$ cat src/mctp_egrs_pkg.sv
/*
 * MCTP over PCIe VDM egress engine, shared definitions
 * Widths, slave register map, VDM header constants, the message
 * descriptor and the two functions that pack the TLP header beats
 */
`default_nettype none

package mctp_egrs_pkg;

   // -------------------------------------------------------------------
   // Widths and register map
   // -------------------------------------------------------------------
   localparam int SLV_ADDR_W = 9;    // Bit 8 selects the payload buffer
   localparam int BUF_ADDR_W = 8;
   localparam int DW_W       = 32;
   localparam int BEAT_W     = 64;

   localparam logic [SLV_ADDR_W-1:0] CTRL_REG_ADDR = 9'd0;
   localparam logic [SLV_ADDR_W-1:0] HDR_REG_ADDR  = 9'd1;

   // -------------------------------------------------------------------
   // VDM header constants
   // -------------------------------------------------------------------
   localparam logic [3:0]  MCTP_HDR_VERSION = 4'h1;
   localparam logic [7:0]  VDM_MSG_CODE     = 8'h7F;
   localparam logic [15:0] VDM_VENDOR_ID    = 16'h1AB4;  // DMTF
   localparam logic [4:0]  TLP_FMT_TYPE     = 5'h0E;     // Msg with data
   localparam logic [2:0]  ROUTE_RC         = 3'd0;
   localparam logic [2:0]  ROUTE_BY_ID      = 3'd2;

   // Message as latched by the register block
   typedef struct packed {
      logic [8:0]  len_dw;      // 1 to 256 DWORDs
      logic [1:0]  pad;
      logic [15:0] target_id;
      logic [7:0]  dst_eid;
      logic [3:0]  tag;         // TO bit on top
      logic [7:0]  src_eid;
      logic [2:0]  route;
   } msg_desc_t;

   typedef struct packed {
      logic       som;
      logic       eom;
      logic [1:0] seq;
   } tlp_flags_t;

   // First VDM header beat, byte 7 on the left
   function automatic logic [BEAT_W-1:0] build_hdr1(input logic [9:0] len_dw,
                                                     input logic [1:0] pad,
                                                     input logic [2:0] route);
      return {VDM_MSG_CODE,         // Byte 7
              2'b00, pad, 4'h0,     // Byte 6
              16'h0000,             // Bytes 5, 4
              len_dw[7:0],          // Byte 3
              6'd0, len_dw[9:8],    // Byte 2, attributes clear
              8'h00,                // Byte 1
              TLP_FMT_TYPE, route}; // Byte 0
   endfunction

   // Second VDM header beat, MCTP transport header inside
   function automatic logic [BEAT_W-1:0] build_hdr2(input msg_desc_t  desc,
                                                     input tlp_flags_t flags);
      return {flags, desc.tag,                  // Byte 7
              desc.src_eid,                     // Byte 6
              desc.dst_eid,                     // Byte 5
              4'h0, MCTP_HDR_VERSION,           // Byte 4
              VDM_VENDOR_ID[7:0],               // Byte 3
              VDM_VENDOR_ID[15:8],              // Byte 2
              desc.target_id[7:0],              // Byte 1
              desc.target_id[15:8]};            // Byte 0
   endfunction

endpackage

`default_nettype wire

$ cat src/egrs_msg_if.sv
/*
 * Message handoff between the register block and the TLP sender
 * The register block pulses start with a stable descriptor, the
 * sender reports busy and its running sequence number
 */
`default_nettype none

interface egrs_msg_if;

   logic                     start;   // One cycle
   mctp_egrs_pkg::msg_desc_t desc;
   logic                     busy;
   logic [1:0]               seq;

   modport csr_mp (
      output start,
      output desc,
      input  busy
   );

   modport sender_mp (
      input  start,
      input  desc,
      output busy,
      output seq
   );

endinterface

`default_nettype wire

$ cat src/egrs_csr.sv
/*
 * Egress slave write decoder
 * Holds the control and packet header registers, resolves source EID
 * and routing at write time, pulses start and steers buffer writes.
 * All writes are dropped while a message is in flight.
 */
`default_nettype none

module egrs_csr (
   input  logic                                    clk,
   input  logic                                    reset,
   input  logic                                    slv_write_i,
   input  logic [mctp_egrs_pkg::SLV_ADDR_W-1:0]    slv_addr_i,
   input  logic [mctp_egrs_pkg::DW_W-1:0]          slv_wdata_i,
   output logic                                    slv_waitreq_o,
   input  logic [7:0]                              local_eid_i,
   egrs_msg_if.csr_mp                              msg,
   output logic                                    buf_wr_en_o,
   output logic [mctp_egrs_pkg::BUF_ADDR_W-1:0]    buf_wr_addr_o,
   output logic [mctp_egrs_pkg::DW_W-1:0]          buf_wr_data_o
);

   logic                     wr_ok;
   logic                     ctrl_wr;
   logic                     hdr_wr;
   mctp_egrs_pkg::msg_desc_t desc_q;

   // Start cycle also locked out so the descriptor stays put
   assign wr_ok   = slv_write_i & ~msg.busy & ~msg.start;
   assign ctrl_wr = wr_ok && (slv_addr_i == mctp_egrs_pkg::CTRL_REG_ADDR);
   assign hdr_wr  = wr_ok && (slv_addr_i == mctp_egrs_pkg::HDR_REG_ADDR);

   // -------------------------------------------------------------------
   // Payload buffer write port
   // -------------------------------------------------------------------
   assign buf_wr_en_o   = wr_ok & slv_addr_i[mctp_egrs_pkg::SLV_ADDR_W-1];
   assign buf_wr_addr_o = slv_addr_i[mctp_egrs_pkg::BUF_ADDR_W-1:0];
   assign buf_wr_data_o = slv_wdata_i;

   assign msg.desc = desc_q;

   always_ff @(posedge clk, posedge reset) begin
      if (reset) begin
         slv_waitreq_o <= 1'b1;
         msg.start     <= 1'b0;
      end else begin
         slv_waitreq_o <= 1'b0;
         msg.start     <= ctrl_wr & slv_wdata_i[0];
      end
   end

   // Descriptor fields
   always_ff @(posedge clk) begin
      if (ctrl_wr) begin
         desc_q.len_dw <= slv_wdata_i[14:6];
         desc_q.pad    <= slv_wdata_i[5:4];
      end
      if (hdr_wr) begin
         desc_q.dst_eid <= slv_wdata_i[23:16];
         desc_q.tag     <= slv_wdata_i[27:24];
         // Null source EID
         desc_q.src_eid <= slv_wdata_i[28] ? 8'h00 : local_eid_i;
         // Root complex routing carries no target
         desc_q.target_id <= slv_wdata_i[29] ? slv_wdata_i[15:0] : 16'h0000;
         desc_q.route     <= slv_wdata_i[29] ? mctp_egrs_pkg::ROUTE_BY_ID
                                             : mctp_egrs_pkg::ROUTE_RC;
      end
   end

endmodule

`default_nettype wire

$ cat src/flat_wrapper.sv
// flat-port wrapper written by rule: the top's interface ports become plain ports
module egrs_csr_flat 
  (clk, reset, slv_write_i, slv_addr_i, slv_wdata_i, slv_waitreq_o, local_eid_i, buf_wr_en_o, buf_wr_addr_o, buf_wr_data_o, msg_start, msg_desc, msg_busy);
  egrs_msg_if msg_i ();
  input  logic clk;
  input  logic reset;
  input  logic slv_write_i;
  input  logic [mctp_egrs_pkg::SLV_ADDR_W-1:0] slv_addr_i;
  input  logic [mctp_egrs_pkg::DW_W-1:0] slv_wdata_i;
  output logic slv_waitreq_o;
  input  logic [7:0] local_eid_i;
  output logic buf_wr_en_o;
  output logic [mctp_egrs_pkg::BUF_ADDR_W-1:0] buf_wr_addr_o;
  output logic [mctp_egrs_pkg::DW_W-1:0] buf_wr_data_o;
  output wire logic [$bits(msg_i.start)-1:0] msg_start;
  output wire logic [$bits(msg_i.desc)-1:0] msg_desc;
  input wire logic [$bits(msg_i.busy)-1:0] msg_busy;
  assign msg_start = msg_i.start;
  assign msg_desc = msg_i.desc;
  assign msg_i.busy = msg_busy;
  egrs_csr u_core (.clk(clk), .reset(reset), .slv_write_i(slv_write_i), .slv_addr_i(slv_addr_i), .slv_wdata_i(slv_wdata_i), .slv_waitreq_o(slv_waitreq_o), .local_eid_i(local_eid_i), .msg(msg_i), .buf_wr_en_o(buf_wr_en_o), .buf_wr_addr_o(buf_wr_addr_o), .buf_wr_data_o(buf_wr_data_o));
endmodule
$ cat config.mk
export PLATFORM = sky130hd
export DESIGN_NAME = egrs_csr_flat
export DESIGN_NICKNAME = d
export VERILOG_FILES = /design/src/mctp_egrs_pkg.sv /design/src/egrs_msg_if.sv /design/src/egrs_csr.sv /design/src/flat_wrapper.sv
export SDC_FILE = /design/constraint.sdc
export NUM_CORES = 1
export LEC_CHECK = 0
export BUFFER_PORTS_ARGS = -buffer_cell sky130_fd_sc_hd__buf_2
export CAP_MARGIN = 20
export CORE_MARGIN = 3
export CORE_UTILIZATION = 44
export CTS_CLUSTER_SIZE = 28
export DETAILED_ROUTE_END_ITERATION = 6
export GPL_ROUTABILITY_DRIVEN = 1
export GPL_TIMING_DRIVEN = 1
export HOLD_SLACK_MARGIN = 0.12
export PLACE_DENSITY = 0.88
export SKIP_CTS_REPAIR_TIMING = 1
export SYNTH_ARGS = -nofsm -noshare
export SYNTH_HDL_FRONTEND = slang
export SYNTH_SLANG_ARGS = --single-unit
$ cat constraint.sdc
create_clock -name clk -period 9.5 [get_ports clk]
set_input_delay 1.9 -clock clk [delete_from_list [all_inputs] [get_ports clk]]
set_output_delay 1.9 -clock clk [all_outputs]
set_load 0.01 [all_outputs]
==> results of run 1 <==
-- flip-flops by register name, indices dropped and copies added (netlist names) --
signal,cells
u_core.msg.desc,48
u_core.msg.start,1
u_core.slv_waitreq_o,1
-- final cells by class --
type / count / area (sq um)
multi-input combinational: 35 / 240
inverter: 3 / 11.3
clock inverter: 2 / 15.0
fill: 357 / 1800
clock buffer: 5 / 68.8
sequential: 50 / 1490
tap: 52 / 65.1
timing repair buffer: 142 / 718
-- cells in the final DEF, fill, tap and decap left out, drive strengths merged --
master      n
dfrtp       1
clkinvlp    2
buf       142
edfxtp     48
nor2b       8
nor2        1
and2       16
nor4        3
clkbuf      5
conb        3
dfstp       1
or4         2
inv         3
or3b        1
nand2b      1
-- cell families (layout without fill, tap and decap cells) --
kind of cell  count (synthesis)  in the layout  synth area share (%)
simple gates                 32             32                  10.6
other cells                   1              3                 0.184
flops                        50             50                  73.1
buf+inv                      46            152                  16.2
-- worst register-to-register path: stages, from the launching register on --
cell	delay [ns]
dfrtp_1	0.38
or3b_2	0.53
nor4_2	0.22
buf_4	0.38
-- worst paths after layout --
check                            startpoint              endpoint  slack [ns]  cells after the start
setup reg to reg           u_core.msg.start    u_core.msg.desc[9]        7.65                      3
min in group asynchronous             reset      u_core.msg.start        1.44                      2
hold / removal             u_core.msg.start      u_core.msg.start        0.62                      2
hold reg to reg            u_core.msg.start      u_core.msg.start        0.62                      2
max in group asynchronous             reset  u_core.slv_waitreq_o        7.87                      2
setup / recovery                   msg_busy           buf_wr_en_o        4.87                      4
-- stage by stage --
| step | cell area, sq um | utilization [%] | power, W | cells | hold slack, ns |
|---|---|---|---|---|---|
| 3_5_place_dp | 2530 | 57.3 | 0.000281 | 282 | 0.610 |
| 3_3_place_gp | 2530 | 57.3 | 0.000279 | 282 | 0.596 |
| 6_report | 2610 | 59.2 | 0.000391 | 289 | 0.617 |
| 4_1_cts | 2610 | 59.2 | 0.000396 | 289 | 0.622 |
| 2_1_floorplan | 2050 | - | 0.000271 | 131 | 0.618 |
| 5_1_grt | 2610 | 59.2 | 0.000408 | 289 | 0.656 |
-- per-layer routing --
| metal | wire length [microns] | share of wire (%) | GRT usage [%] | vias up |
|---|---|---|---|---|
| li1 | - | - | - | 614 |
| met1 | 1380 | 32 | 14.6 | 595 |
| met2 | 2220 | 52 | 27.3 | 93 |
| met3 | 558 | 13 | 5.41 | 8 |
| met4 | 85 | 2.0 | 7.24 | 0 |
| met5 | 0 | 0 | 0 | - |
-- power breakdown --
group | internal, W | switching, W | total [W]
Clock | 0.0000503 | 0.0000658 | 0.000116
Sequential | 0.000242 | 0.0000000673 | 0.000242
Combinational | 0.0000164 | 0.0000168 | 0.0000332
Total | 0.000308 | 0.0000826 | 0.000391
==> flow_summary.ini, run 1 <==
[global_routing]
grt_usage_pct = 14.8
grt-ovfl-total = 0
grt_pass1_vias = 1211
grt_max_degree = 28
grt_antenna_before_repair = 0
grt_pass1_wl_microns = 5760

[setup_path]
required_ns = 7.60
cp-end-kind = primary output
slowest_stage = or3b_2
crit_buf_inv = 2
critical_path_peak_fanout = 4
critPathArrivalTime_ns = 2.73
crit_chain = buf_2 > or3b_2 > nor2_1 > buf_2
path_class = input pin to primary output
critPathMostFrequentCell = buf_2
cp_top_family = simple AND/OR/NAND/NOR gates
slowest_delay_ns = 0.50
critPathLaunchType = input pin

[min_path]
hp-class = flip-flop to flip-flop

[power]
power.density_mw_per_mm2 = 150
irDropWorstVdd_mv = 0.0614
p_leak_nw = 1.11

[cts]
cts.sinks = 50
clk_pin_slew_ns = 0.08
clock-root-buffer = clkbuf_8
cts_tree = done
cts_buffers = 5
clock_latency_ns = 0.30
cts.path.max_buffers = 2
htreeDepth = 2

[logic_synthesis]
synth.area.top_cells = edfxtp_1 71%, buf_4 15%, and2_1 4.9%, nor2b_1 2.4%, dfstp_2 1.3%
synth_cell_types = 15
netlist.top_cell.by_area = edfxtp_1
netlist_instances = 129
yosys_warnings = 0
ys_ff_latch = 50
synth-async-reset-ratio_pct = 4.00
ys.flop_type = edfxtp_1
yosysSeqAreaShare_pct = 73.1
synth_area_per_cell_sq_um = 15.8
syn-cell-area_sq_mm = 0.00204
synth.most_common_cell = edfxtp_1
synth_enable_flop_cells = 48
synth_top_cell_area_share_pct = 70.5
yosys-top-cells-count = 48 x edfxtp_1, 42 x buf_4, 16 x and2_1, 8 x nor2b_1, 3 x inv_1

[status]
status = complete, no violations

[floorplanning]
start_util_pct = 46.3
die_y_microns = 74.1
rows = 24
die_w_microns = 74.1
core_sq_mm = 0.00441
die_area_sq_mm = 0.00550
ios = 146

[detailed_routing]
drc = 0
wirelength_microns = 4240
ant_nets = 0
vias_per_cell = 4.53
drt_pass1_iterations = 4
via_count = 1310
first_iter_violations = 43
drt-wirelength-per-cell_microns = 14.7

[placement]
place_hpwl_microns = 3440
place_ws_ns = 4.87
io_buffers = 139
routabilityCongestion = 0.675

[flow_run]
cap_violations = 0

[finish]
area_growth_pct = 27.8
drive_above_1_share_pct = 65.8
diodes = 0
layout.nets = 290

[timing]
setup_ws_ns = 4.87
rsz0062_at_grt = no
clock_skew_ns = 0.00271
fin_setup_tns_ns = 0
hold_viol = 0
finalSetupViolations = 0
post-route-period-util_pct = 48.8
layout_min_cycle_time_ns = 4.63
finalMaxSlewViolations = 0
fmax_ghz = 0.216
(Power assumes the default switching activity.)
==> run 2, diff against run 1 <==
--- a/config.mk
+++ b/config.mk
@@ -8,13 +8,13 @@
 export BUFFER_PORTS_ARGS = -buffer_cell sky130_fd_sc_hd__buf_2
 export CAP_MARGIN = 20
 export CORE_MARGIN = 3
-export CORE_UTILIZATION = 44
+export CORE_UTILIZATION = 40
 export CTS_CLUSTER_SIZE = 28
 export DETAILED_ROUTE_END_ITERATION = 6
 export GPL_ROUTABILITY_DRIVEN = 1
 export GPL_TIMING_DRIVEN = 1
 export HOLD_SLACK_MARGIN = 0.12
-export PLACE_DENSITY = 0.88
+export PLACE_DENSITY = 0.82
 export SKIP_CTS_REPAIR_TIMING = 1
 export SYNTH_ARGS = -nofsm -noshare
 export SYNTH_HDL_FRONTEND = slang
==> constraint.sdc (replaced) <==
create_clock -name clk -period 4.82 [get_ports clk]
set_input_delay 0.964 -clock clk [delete_from_list [all_inputs] [get_ports clk]]
set_output_delay 0.964 -clock clk [all_outputs]
set_load 0.01 [all_outputs]
==> run 2 against run 1 <==
Net effect: largest power group unchanged; cell count increased by 5.2%; critical endpoint is now u_core.msg.desc[12]; first-iteration DRC count is 60% lower; largest cell class unchanged; global-route usage shrank 1.7 points.
==> flow_summary.ini, run 2 (synthesis gave the netlist of run 1 again) <==
[global_routing]
grt_pass1_vias = 1240
grt_max_degree = 25
grt_usage_pct = 13.1
grt_pass1_wl_microns = 5970
grt-ovfl-total = 0
grt_antenna_before_repair = 0

[timing]
finalMaxSlewViolations = 0
layout_min_cycle_time_ns = 2.95
hold-worst-slack_ns = 0.509
fmax_ghz = 0.339
tightest_slew_ns = 0.946
fin_setup_tns_ns = 0
rsz0062_at_grt = no
slew_headroom_pct = 36.5
post-route-period-util_pct = 61.1
finalSetupViolations = 0
hold_viol = 0
clock_skew_ns = 0.00761

[finish]
drive_above_1_share_pct = 65.0
fillers = 413
layout.nets = 289
area_growth_pct = 29.9
layout_commonest_cell = buf_2
largest_register_ffs = 48
diodes = 0
most-common-layout-cells = 139 x buf_2, 48 x edfxtp_1, 16 x and2_1, 8 x nor2b_1, 5 x clkbuf_8

[cts]
cts.path.max_buffers = 2
htreeDepth = 2
cts_tree = done
cts_buffers = 5
cts.sinks = 50
clock_latency_ns = 0.29
clk_pin_slew_ns = 0.08
clock-root-buffer = clkbuf_8

[setup_path]
cp_top_family = simple AND/OR/NAND/NOR gates
cp-end-kind = flip-flop
critical_path_peak_fanout = 24
slowest_delay_ns = 0.84
path_class = input pin to flip-flop
worstReg2RegStart = u_core.msg.start
crit_chain = buf_2 > or4_4 > nor4_4 > buf_4
required_ns = 4.79
slowest_stage = nor4_4
critPathLaunch = slv_addr_i[7]
crit_buf_inv = 2
critPathLaunchType = input pin
critPathArrivalTime_ns = 2.91

[floorplanning]
die_area_sq_mm = 0.00600
ios = 146
die_w_microns = 77.5
start_util_pct = 42.4
die_y_microns = 77.5
rows = 25
core_sq_mm = 0.00482

[detailed_routing]
first_iter_violations = 17
wirelength_microns = 4040
via_count = 1284
vias_per_cell = 4.22
ant_nets = 0
drc = 0
drt-wirelength-per-cell_microns = 13.3
drt_pass1_iterations = 3

[power]
p_leak_nw = 1.13
power.density_mw_per_mm2 = 308
total_power_w = 0.000818
irDropWorstVdd_mv = 0.162

[flow_run]
cap_violations = 0

[placement]
place_hpwl_microns = 3250
io_buffers = 139
routabilityCongestion = 0.700

[status]
status = complete, no violations

[min_path]
hp-class = input pin to asynchronous set/reset pin
run 2: cell types whose count changed in the layout (fill, tap and decap cells not counted):
cell and change:
clkinvlp_4 -2, buf_4 -1, bufinv_16 +1, nor4_2 -1
clkbuf_1 +2, nor4_4 +1
run 2: final timing paths:
| check | endpoint | slack [ns] | cells after the start |
|---|---|---|---|
| worst min register to register | u_core.msg.start | 0.64 | 2 |
| worst max-delay path | u_core.msg.desc[12] | 1.87 | 4 |
| worst min-delay path | u_core.msg.start | 0.51 | 2 |
| worst max register to register | u_core.msg.desc[12] | 2.40 | 3 |
| max in group asynchronous | u_core.slv_waitreq_o | 4.12 | 2 |
| min in group clk | u_core.msg.start | 0.64 | 2 |
run 2: final cells by class:
type | count | area (sq um) | share of cell area [%]
flip-flops and latches | 50 | 1490 | 56.2
repair buffers | 141 | 711 | 26.8
multi-input cells | 35 | 249 | 9.38
well taps | 67 | 83.8 | 3.16
clock buffers | 7 | 76.3 | 2.88
clock inverters | 1 | 30.0 | 1.13
inverters | 3 | 11.3 | 0.424
run 2: stage by stage:
stage	setup slack, ns	utilization [%]	instance area (sq um)	std cells
global route	1.73	55.1	2650	304
finish	1.87	55.1	2650	304
detailed placement	1.51	52.9	2550	296
CTS	1.82	55.1	2650	304
floorplan	0.702	-	2060	131
global placement	1.58	52.9	2550	296
run 2: metal layers:
layer / global-route usage [%] / wire length [microns] / vias up / share of wire (%)
met5: 0 / 0 / - / 0
met4: 6.23 / 101 / 0 / 2.5
met3: 4.64 / 450 / 8 / 11
met2: 23.7 / 2080 / 93 / 51
met1: 13.4 / 1410 / 571 / 35
li1: - / - / 612 / -
run 2: worst register-to-register path: cells and delay by family, from the launching register on:
kind / cells / cell delay [ns]
buffers and inverters: 1 / 0.43
flip-flops: 1 / 0.38
AND/OR/NAND/NOR: 2 / 1.29
run 2: where the power goes:
group	switching (W)	total, W	internal (W)
clock	0.000121	0.000276	0.000155
combinational	0.0000338	0.0000661	0.0000324
sequential	0.000000118	0.000476	0.000476
